<file path="src/hdl/cache_pkg.sv">
package cache_pkg;

  //////////////////////////////
  // sizes
  localparam int NUM_CACHE   = 2;
  localparam int ADDR_WIDTH  = 12;  // byte address.
  localparam int DATA_WIDTH  = 32;
  localparam int BLOCK_WORDS = 4;
  localparam int SETS        = 8;

  localparam int BYTE_OFFSET_BITS = $clog2(DATA_WIDTH / 8);
  localparam int WORD_BITS        = $clog2(BLOCK_WORDS);
  localparam int OFFSET_BITS      = WORD_BITS + BYTE_OFFSET_BITS;
  localparam int INDEX_BITS       = $clog2(SETS);
  localparam int TAG_BITS         = ADDR_WIDTH - INDEX_BITS - OFFSET_BITS;

  // program is 65 entries long, so one more bit than 64 entries need.
  localparam int TRACE_ADDR_WIDTH = 7;

  //////////////////////////////
  // packets
  typedef enum logic {op_load, op_store} cache_op_e;

  typedef struct packed {
    cache_op_e               opcode;
    logic [ADDR_WIDTH-1:0]   addr;
    logic [DATA_WIDTH-1:0]   data;
  } cache_pkt_t;

  typedef struct packed {
    logic                    write_not_read;  // write moves one word.
    logic [ADDR_WIDTH-1:0]   addr;            // read moves a block.
  } dma_pkt_t;

  typedef enum logic [1:0] {tr_send, tr_recv, tr_done} trace_cmd_e;

  typedef struct packed {
    trace_cmd_e              cmd;
    cache_pkt_t              pkt;  // recv keeps expected word in data.
  } trace_entry_t;

  // memory contents before any store.
  function automatic logic [DATA_WIDTH-1:0] init_word(input int unsigned ch,
                                                      input logic [ADDR_WIDTH-1:0] addr);
    logic [15:0] low;
    low = 16'(ch * 4096 + int'(addr));
    return {16'hC0DE, low};
  endfunction

endpackage

</file>
<file path="src/hdl/dm_cache.sv">
`timescale 1ns/100ps

module dm_cache import cache_pkg::*; (
  input  logic                    clk_i
  , input  logic                  reset_i

  , input  cache_pkt_t            req_i
  , input  logic                  req_v_i
  , output logic                  req_ready_o

  , output logic [DATA_WIDTH-1:0] resp_data_o
  , output logic                  resp_v_o
  , input  logic                  resp_ready_i

  , output dma_pkt_t              dma_pkt_o
  , output logic                  dma_pkt_v_o
  , input  logic                  dma_pkt_ready_i

  , input  logic [DATA_WIDTH-1:0] dma_rdata_i
  , input  logic                  dma_rdata_v_i
  , output logic                  dma_rdata_ready_o

  , output logic [DATA_WIDTH-1:0] dma_wdata_o
  , output logic                  dma_wdata_v_o
  , input  logic                  dma_wdata_ready_i
);

  typedef enum logic [2:0] {
    s_idle, s_lookup, s_fill_req, s_fill, s_wr_req, s_wr_data, s_resp
  } state_e;

  state_e                  state_r;
  cache_pkt_t              req_r;
  logic [DATA_WIDTH-1:0]   resp_data_r;
  logic [WORD_BITS-1:0]    fill_cnt_r;
  logic [SETS-1:0]         valid_r;
  logic [TAG_BITS-1:0]     tag_r  [SETS];
  logic [DATA_WIDTH-1:0]   data_r [SETS][BLOCK_WORDS];

  logic [INDEX_BITS-1:0]   idx;
  logic [TAG_BITS-1:0]     req_tag;
  logic [WORD_BITS-1:0]    word_sel;
  logic                    hit;
  logic [DATA_WIDTH-1:0]   hit_word;
  logic                    fill_last;

  assign idx      = req_r.addr[OFFSET_BITS +: INDEX_BITS];
  assign req_tag  = req_r.addr[ADDR_WIDTH-1 -: TAG_BITS];
  assign word_sel = req_r.addr[BYTE_OFFSET_BITS +: WORD_BITS];
  assign hit      = valid_r[idx] && (tag_r[idx] == req_tag);
  assign hit_word = data_r[idx][word_sel];
  assign fill_last = (state_r == s_fill) && dma_rdata_v_i
                     && (fill_cnt_r == WORD_BITS'(BLOCK_WORDS - 1));

  //////////////////////////////
  // handshakes
  assign req_ready_o       = (state_r == s_idle);
  assign resp_v_o          = (state_r == s_resp)
                             || (state_r == s_lookup && req_r.opcode == op_load && hit);
  assign resp_data_o       = (state_r == s_resp) ? resp_data_r : hit_word;
  assign dma_pkt_v_o       = (state_r == s_fill_req) || (state_r == s_wr_req);
  assign dma_rdata_ready_o = (state_r == s_fill);
  assign dma_wdata_v_o     = (state_r == s_wr_data);
  assign dma_wdata_o       = req_r.data;

  always_comb begin
    dma_pkt_o.write_not_read = (state_r == s_wr_req);
    if (state_r == s_wr_req)
      dma_pkt_o.addr = {req_r.addr[ADDR_WIDTH-1:BYTE_OFFSET_BITS], BYTE_OFFSET_BITS'(0)};
    else
      dma_pkt_o.addr = {req_r.addr[ADDR_WIDTH-1:OFFSET_BITS], OFFSET_BITS'(0)};
  end

  //////////////////////////////
  // control
  always_ff @(posedge clk_i) begin
    if (reset_i) begin
      state_r    <= s_idle;
      valid_r    <= '0;
      fill_cnt_r <= '0;
    end else begin
      case (state_r)
        s_idle: if (req_v_i) state_r <= s_lookup;
        s_lookup: begin
          if (req_r.opcode == op_store) state_r <= s_wr_req;  // write through.
          else if (!hit) state_r <= s_fill_req;
          else if (!resp_ready_i) state_r <= s_resp;
          else state_r <= s_idle;
        end
        s_fill_req: begin
          if (dma_pkt_ready_i) begin
            state_r    <= s_fill;
            fill_cnt_r <= '0;
          end
        end
        s_fill: begin
          if (dma_rdata_v_i) fill_cnt_r <= fill_cnt_r + 1'b1;
          if (fill_last) begin
            valid_r[idx] <= 1'b1;
            state_r      <= s_resp;
          end
        end
        s_wr_req:  if (dma_pkt_ready_i) state_r <= s_wr_data;
        s_wr_data: if (dma_wdata_ready_i) state_r <= s_resp;
        s_resp:    if (resp_ready_i) state_r <= s_idle;
        default:   state_r <= s_idle;
      endcase
    end
  end

  // arrays and payload.
  always_ff @(posedge clk_i) begin
    if (req_v_i && req_ready_o) req_r <= req_i;
    if (state_r == s_lookup) resp_data_r <= hit_word;
    if (state_r == s_fill && dma_rdata_v_i && fill_cnt_r == word_sel)
      resp_data_r <= dma_rdata_i;  // requested word.
    if (state_r == s_wr_data) resp_data_r <= '0;
    if (state_r == s_lookup && req_r.opcode == op_store && hit)
      data_r[idx][word_sel] <= req_r.data;  // no allocate on miss.
    if (state_r == s_fill && dma_rdata_v_i) data_r[idx][fill_cnt_r] <= dma_rdata_i;
    if (fill_last) tag_r[idx] <= req_tag;
  end

  //////////////////////////////
  // assertions
  assert property (@(posedge clk_i) disable iff (reset_i)
    $rose(dma_pkt_v_o) |-> $past(state_r) == s_lookup)
    else $error("dma packet not started from lookup");
  assert property (@(posedge clk_i) disable iff (reset_i)
    $rose(dma_wdata_v_o) |-> $past(dma_pkt_v_o && dma_pkt_ready_i && dma_pkt_o.write_not_read))
    else $error("write data without write packet");
  assert property (@(posedge clk_i) disable iff (reset_i)
    dma_pkt_v_o && !dma_pkt_ready_i |=> dma_pkt_v_o && $stable(dma_pkt_o))
    else $error("dma packet changed while stalled");
  assert property (@(posedge clk_i) disable iff (reset_i)
    dma_wdata_v_o && !dma_wdata_ready_i |=> dma_wdata_v_o && $stable(dma_wdata_o))
    else $error("dma write data changed while stalled");
  assert property (@(posedge clk_i) disable iff (reset_i)
    resp_v_o && !resp_ready_i |=> resp_v_o && $stable(resp_data_o))
    else $error("response changed while stalled");

endmodule

</file>
<file path="config.mk">
export PLATFORM = sky130hd
export DESIGN_NAME = dm_cache
export DESIGN_NICKNAME = d
export VERILOG_FILES = /design/src/hdl/cache_pkg.sv /design/src/hdl/dm_cache.sv
export SDC_FILE = /design/constraint.sdc
export NUM_CORES = 1
export LEC_CHECK = 0
export BUFFER_PORTS_ARGS = -buffer_cell sky130_fd_sc_hd__buf_2
export CAP_MARGIN = 15
export CORE_UTILIZATION = 45
export CTS_CLUSTER_SIZE = 20
export DETAILED_ROUTE_END_ITERATION = 7
export PLACE_DENSITY_LB_ADDON = 0.1
export SKIP_CTS_REPAIR_TIMING = 1
export SLEW_MARGIN = 10
export SYNTH_ARGS = -nofsm -noshare
export SYNTH_HDL_FRONTEND = slang
export SYNTH_SLANG_ARGS = --single-unit
</file>
<file path="constraint.sdc">
create_clock -name clk_i -period 3.7 [get_ports clk_i]
set_input_delay 0 -clock clk_i [delete_from_list [all_inputs] [get_ports clk_i]]
set_output_delay 0 -clock clk_i [all_outputs]
set_load 0.01 [all_outputs]
</file>
# Yosys cells after proc, flatten, opt, wreduce, memory -nomap -nowiden
# Memory sizes are Yosys's and may differ from the RTL's. A register that Yosys moved wholly into a read port is not among the register bits.
# Index checks and enable logic that the tools add are counted.
[totals]
elab_cells = 348
reg_bits = 90
inputBits = 84
n_memories = 2
out_inout_bits = 82
ram_bits = 1064
[classes]
mux = 164
n_reduce_logical = 20
add_sub_neg = 1
n_eq_ne = 16
bitwise_logic = 132
order_cmp = 6
[memory_table]
columns = ["name", "words", "word_bits", "read_ports", "rd_clocked_by_memory_dff", "write_ports", "line_no", "text"]
rows = [
  ["data_r", 8, 128, 1, 1, 1, "dm_cache.sv:38", "logic [DATA_WIDTH-1:0] data_r [SETS][BLOCK_WORDS];"],
  ["tag_r", 8, 5, 1, 1, 1, "dm_cache.sv:37", "logic [TAG_BITS-1:0] tag_r [SETS];"],
]
[op_table]
columns = ["cell", "n"]
rows = [
  ["2-to-1 mux 128 bit", 2],
  ["2-to-1 mux 32 bit", 7],
  ["2-to-1 mux 1 bit", 134],
  ["demux 32 bit (select 2 bit)", 2],
  ["bitwise OR 1 bit", 128],
  ["binary-select mux 32 bit (select 2 bit)", 1],
  ["2-to-1 mux 3 bit", 11],
  ["case mux 3 bit (7 select lines)", 1],
  ["logical AND 1 bit", 12],
  ["equality test 3 bit (second input constant)", 3],
  ["!= test 2 bit (second input constant)", 4],
  ["bitwise OR 8 bit", 1],
  ["equality test 3 x 2 -> 1 bit (second input constant)", 2],
  ["greater-or-equal comparator 3 bit (second input constant)", 2],
  ["less-than comparator 3 x 1 -> 1 bit (second input constant)", 2],
  ["!= test 2 x 1 -> 1 bit (second input constant)", 3],
  ["NOT 2 -> 3 bit", 2],
  ["AND reduction 6 bit", 1],
  ["equality test 5 bit", 1],
  ["less-than comparator 3 x 4 -> 1 bit (second input constant)", 1],
  ["2-to-1 mux 2 bit", 2],
  ["2-to-1 mux 4 bit", 1],
  ["case mux 2 bit (2 select lines)", 1],
  ["nonzero test 2 bit", 2],
  ["other kinds (12)", 13],
]

# Logic depth before layout (Yosys ltp)
# Gate-level depths: netlist (run 1).
[logic_depth]
ltp_word = 7
mapped_depth = 10
ltp_nobuf = 6

# Worst setup path before layout (run 1)
# OpenSTA, ideal clock, no wires.
[synth_timing]
path_kind = "flip-flop to flip-flop"
startpoint = "reg with a tool-made name"
endpoint = "mem data_r[6][0] (netlist bit), enable pin"
stages_incl_launch_ff = 9
slack_ps = -137
synth_period_minus_slack_ps = 3837
path_buffers = 2
t_arrival_ps = 3416
cell_sequence = "dfxtp_1 -> buf_4 -> buf_6 -> mux2i_1 -> mux4_2 -> xnor2_1 -> a2111oi_4 -> a21boi_2 -> nor2_1"
[synth_rtl]
columns = ["item", "line_no"]
rows = [
  ["to (decl)", "dm_cache.sv:38"],
]

==> flow_summary.yaml, run 1 <==
critical_path:
  ordered_cell_list_for_the_critical_path: "buf_6 > nor2_1 > buf_4 > a221o_1 > a21oi_1 > buf_2"
  worst_ep_required_time_ps: 3700
  end_kind: "output pin"
  critPathKind: "reg2out"
  top_fanout_value_on_the_critical_path: 39
  critical_path.max_stage_delay_ps: 600
  critical_path.top_delay_family: "buffers and inverters"
  worst_setup_path_start_kind: "register"
  crit_arrival_ps: 3600
  path_buf_inv: 3
  timing.critical_path.slowest_stage_cell: "dfxtp_4"
synthesis:
  synth.avg_cell_area_um2: 20.4
  mappedNetlistArea_um2: 46400
  post_synth_xor_area_fraction_pct: 0.0943
  synthesis.yosys.warnings: 0
  synth.area.mux_share_pct: 19.2
  syn-instance-count: 2272
  seq_area_frac_synth_pct: 73.6
  synth.lib_cells_used.distinct: 42
  synth_compound_gate_area_share_pct: 2.79
  ys.flop_type: "edfxtp_1"
  synth_enable_flop_cells: 1107
  ys_seq_elements: 1155
  combinational_family_with_the_most_area_after_synthesis: "multiplexers"
  post_synth_fa_ha_maj_area_fraction_pct: 0.108
  synthArstFlopShare_pct: 0
  synthSimpleGateAreaFrac_pct: 1.97
route:
  post_drt_wl_per_cell_um: 31.1
  met3RoutedLength_mm: 8.26
  drtIter0Drc: 2462
  dr_wl_met2_mm: 61.5
  drt.antenna.violating_nets: 0
  drc_errors: 0
  wirelength_mm: 126
  routed-via-count: 23999
  detailedRoute.firstPassIterationCount: 5
  vias_per_cell: 5.91
  wl_met1_mm: 53.1
  highest-signal-layer: "met4"
global_route:
  groute.usage.overall_pct: 24.4
  grt_start_max_net_pins: 94
  antenna_found_initial: 5
  wire_length_of_the_first_global_routing_pass_mm: 178
  first_global_vias: 24342
  grt_overflow_total: 0
clock_network:
  worstSkewPairLatency_ps: 700
  maximum_clock_path_buffer_count: 3
  cts_tree: "yes"
  tritoncts.num_buffers: 119
  root_buffer: "clkbuf_16"
  tritoncts_num_sinks: 1155
  path_clk_slew_ps: 60
  cts_htree_levels: 3
die:
  design.die.area_um2: 105000
  fp.coreArea_um2: 102000
  start_util_pct: 45.5
  die_width_um: 323
  num_io_pins: 166
  placementRows: 117
  die_y_um: 323
sta:
  unrepaired_setup_endpoints_after_global_routing: "false"
  max_freq_mhz: 278
  max-slew-margin-rel_pct: 25.7
  worst_slew_pin_slew_ps: 1110
  min_period_ps: 3600
  final_count_of_negative_setup_slack_endpoints: 0
  worst_hold_slack_ps: 10.1
  final_min_period_over_clock_period_pct: 97.2
  timing_max_transition_violations_final: 0
  fin_worst_skew_ps: 19.1
  fin_tns_setup_ps: 0
  hold_fails_final_rpt: 0
cells_and_area:
  nets: 2678
  most-common-layout-cells: "1107 x edfxtp_1, 262 x mux4_2, 182 x mux2_2, 161 x buf_2, 123 x clkbuf_16"
  leading_cell_type_in_the_layout_fill_and_taps_excluded: "edfxtp_1"
  finalNonFillerCells: 4061
  share_of_layout_cells_above_drive_strength_1_pct: 35.1
  area_delta_synth_final_pct: 17.3
placed_design:
  port_buffers: 161
  dp_cells: 3748
  place_hpwl_mm: 75.6
  gpl_wtd_cong: 0.762
outcome:
  run_status: "finished, final reports clean"
min_path:
  hold_path_class: "in2reg"
power_and_ir_drop:
  power.static_leakage_nw: 17.8
  vdd_ir_drop_max_v: 0.000411
  power-per-cell-area_nw_per_um2: 567
  post-layout-total-power_mw: 30.9
job:
  max_cap_viol_count: 0
## synthesized netlist by cell type (all sizes together), types with 5 or more instances
master / n / area, um^2
nand2: 18 / 67.6
buf: 117 / 763
xnor2: 5 / 43.8
nor2: 109 / 409
inv: 5 / 18.8
mux2: 182 / 2050
a221o: 25 / 250
nand3: 14 / 70.1
dfxtp: 48 / 961
nor3: 7 / 35.0
clkbuf: 57 / 214
o22ai: 26 / 163
mux2i: 99 / 991
a21oi: 67 / 335
a22oi: 50 / 375
edfxtp: 1107 / 33200
nor2b: 7 / 43.8
mux4: 262 / 5900
nand2b: 28 / 175
## worst paths after layout
kind              start  cells past startpoint        endpoint  slack [ps]
min           req_i[44]                      2       req_r[44]          10
min reg2reg  valid_r[6]                      2      valid_r[6]         470
max reg2reg    register                      8  data_r[6][119]         350
max            register                      6  resp_data_o[5]         100
## per-stage QoR
step / instance area (um^2) / worst slack (ps) / utilization [%]
finish: 54500 / 104 / 53.4
floorplan: 46500 / -137 / -
global placement: 49700 / 418 / 48.7
CTS: 53500 / -335 / 52.4
detailed placement: 49700 / 408 / 48.7
global route: 54500 / 12.4 / 53.4
## area by class of cell
| cell class | instances | area, um^2 |
|---|---|---|
| fill | 7986 | 47600 |
| sequential | 1155 | 34200 |
| multi-input combinational | 939 | 11500 |
| clock buffer | 170 | 3290 |
| timing repair buffer | 370 | 3160 |
| tap | 1368 | 1710 |
| clock inverter | 53 | 517 |
| inverter | 5 | 18.8 |
| antenna | 1 | 2.50 |
## cells by family after synthesis
family,after synthesis
flip-flops,1155
multiplexers,543
AND/OR/NAND/NOR,199
AO/OA/AOI/OAI,186
buffers and inverters,179
XOR/XNOR,5
adder cells (fa/ha/maj),4
other,1
## metal layers
layer  GRT usage, %  vias to the layer above
li1               -                    10003
met1           34.5                    12940
met2           39.5                      888
met3           3.59                      168
met4           7.25                        0
met5              0                        -
## report_power, final
group / leakage (nW) / switching (mW) / internal (mW) / total [mW]
logic: 5.58 / 2.23 / 1.85 / 4.09
registers: 10.4 / 0.277 / 14.8 / 15.1
clock network: 1.87 / 4.89 / 6.85 / 11.7
## registers in the layout, summed over array words and instances, names as in the netlist, named ones only
| name | count |
|---|---|
| state_r | 3 |
| resp_data_r | 32 |
| dma_wdata_o | 32 |
| req_r | 8 |
| fill_cnt_r | 2 |
| valid_r | 8 |
| tag_r | 40 |
| idx | 3 |
| data_r | 1024 |
No activity file was read; power rests on OpenSTA's default activity.
==> run 2, diff against run 1 <==
--- a/config.mk
+++ b/config.mk
@@ -8,4 +8,5 @@
 export BUFFER_PORTS_ARGS = -buffer_cell sky130_fd_sc_hd__buf_2
 export CAP_MARGIN = 15
+export CORE_MARGIN = 1.5
 export CORE_UTILIZATION = 45
 export CTS_CLUSTER_SIZE = 20
==> constraint.sdc (replaced) <==
create_clock -name clk_i -period 3.7 [get_ports clk_i]
set_input_delay 0.185 -clock clk_i [delete_from_list [all_inputs] [get_ports clk_i]]
set_output_delay 0.185 -clock clk_i [all_outputs]
set_load 0.01 [all_outputs]
==> flow_summary.yaml, run 2 (synthesis results as in run 1) <==
power_and_ir_drop:
  post-layout-total-power_mw: 31.1
  vdd_ir_drop_max_v: 0.000390
  pwr-share-clk_pct: 38.3
  power.share.switching_pct: 24.3
  power.static_leakage_nw: 17.8
  power_report.internal_total_mw: 23.5
  power-per-cell-area_nw_per_um2: 573
  power.share.sequential_pct: 48.3
  comb_power_share_pct: 13.3
  switching_power_mw: 7.57
critical_path:
  critPathKind: "reg2out"
  top_fanout_value_on_the_critical_path: 110
  worst_ep_required_time_ps: 3510
  worst_setup_path_start_kind: "register"
  crit_arrival_ps: 3500
  end_kind: "output pin"
cells_and_area:
  nets: 2670
  largest_register_ff_count: 1024
  most-common-layout-cells: "1107 x edfxtp_1, 262 x mux4_2, 180 x mux2_2, 161 x buf_2, 127 x clkbuf_16"
  n_fill_cell: 7968
  share_of_layout_cells_above_drive_strength_1_pct: 36.0
  registers.top_by_ff_count: "data_r"
  leading_cell_type_in_the_layout_fill_and_taps_excluded: "edfxtp_1"
  multi_input_area_um2: 11600
  area_delta_synth_final_pct: 17.0
  seqCellArea_um2: 34200
  post-route-util_pct: 53.2
  biggest_registers_after_layout: "data_r x1024, tag_r x40"
route:
  routed-via-count: 24124
  detailedRoute.firstPassIterationCount: 5
  drtIter0Drc: 2467
  post_drt_wl_per_cell_um: 31.3
  wirelength_mm: 127
  drt.antenna.violating_nets: 0
  vias_per_cell: 5.94
  drc_errors: 0
sta:
  worst_slew_pin_slew_ps: 1150
  final_count_of_negative_setup_slack_endpoints: 0
  timing_max_transition_violations_final: 0
  unrepaired_setup_endpoints_after_global_routing: "true"
  max_freq_mhz: 271
  hold_fails_final_rpt: 0
  final_min_period_over_clock_period_pct: 99.6
  min_period_ps: 3680
  max-slew-margin-rel_pct: 22.7
  fin_worst_skew_ps: 28.6
clock_network:
  tritoncts.num_buffers: 121
  tritoncts_num_sinks: 1155
  worstSkewPairLatency_ps: 720
  cts_tree: "yes"
  maximum_clock_path_buffer_count: 3
  path_clk_slew_ps: 60
  root_buffer: "clkbuf_16"
  cts_htree_levels: 3
global_route:
  grt_start_max_net_pins: 147
  antenna_found_initial: 0
  groute.usage.overall_pct: 24.2
  wire_length_of_the_first_global_routing_pass_mm: 177
  grt_overflow_total: 0
  first_global_vias: 24492
placed_design:
  place_hpwl_mm: 75.1
  gpl_wtd_cong: 0.780
  port_buffers: 161
die:
  num_io_pins: 166
  die_width_um: 324
  die_y_um: 324
  start_util_pct: 45.5
  fp.coreArea_um2: 102000
  placementRows: 117
  design.die.area_um2: 105000
min_path:
  hold_path_class: "in2reg"
outcome:
  run_status: "finished, final reports clean"
job:
  max_cap_viol_count: 0
## run 2: cell count changes in the layout (fill, tap and decap cells not counted), moves of 4 or more
cell           delta
o22ai_2           +7
clkinv_2         +11
buf_12           -19
buf_4            +17
clkbuf_1          -8
clkbuf_16         +4
dlygate4sd3_1     -8
clkbuf_8          -4
o22ai_1           -8
## run 2: path summary, 6_finish.rpt
kind,from,to,slack [ps],cells past startpoint
setup / recovery,register,resp_data_o[14],20,7
setup reg to reg,register,data_r[6][121],190,8
hold reg to reg,valid_r[4],valid_r[4],470,2
hold / removal,dma_rdata_i[16],resp_data_r[16],10,3
## run 2: layout make-up
type	instances	area share (%)
Antenna cell	1	0.00461
Clock buffer	161	6.04
Clock inverter	70	1.14
Inverter	5	0.0345
Multi-Input combinational cell	939	21.4
Sequential cell	1155	63.0
Tap cell	1368	3.15
Timing Repair Buffer	360	5.27
## run 2: stage by stage
step / hold slack, ps / area, um^2 / instances / setup slack (ps) / TNS [ps]
final: 11.3 / 54300 / 4059 / 15.5 / 0
after global routing: 10.3 / 54300 / 4058 / -65.3 / -385
after CTS: -396 / 53300 / 3970 / -406 / -4850
after detailed placement: 363 / 49400 / 3739 / 157 / 0
after global placement: 361 / 49400 / 3739 / 249 / 0
after floorplan: 258 / 46500 / 2273 / -137 / -129130
## run 2: per-layer routing
metal,track usage [%],vias up,part of all wire (%)
li1,-,10001,-
met4,6.20,0,2.2
met2,40.0,872,49
met5,0,-,0
met1,33.7,13097,42
met3,3.95,154,6.3
## run 2: power groups by stage
stage	clock (mW)	combinational [mW]	sequential (mW)
finish	11.9	4.15	15.0
CTS	12.1	3.99	15.0
global placement	0	3.91	15.3
detailed placement	0	3.97	15.3
global route	12.6	4.44	15.1
floorplan	0	2.84	15.2
## run 2: critical path, cell delays in order (launching register included)
cell and delay, ps:
dfxtp_4 500, buf_12 490, mux4_2 420, mux2_2 280
o22ai_1 190, a221o_1 290, a21oi_1 180, buf_2 230
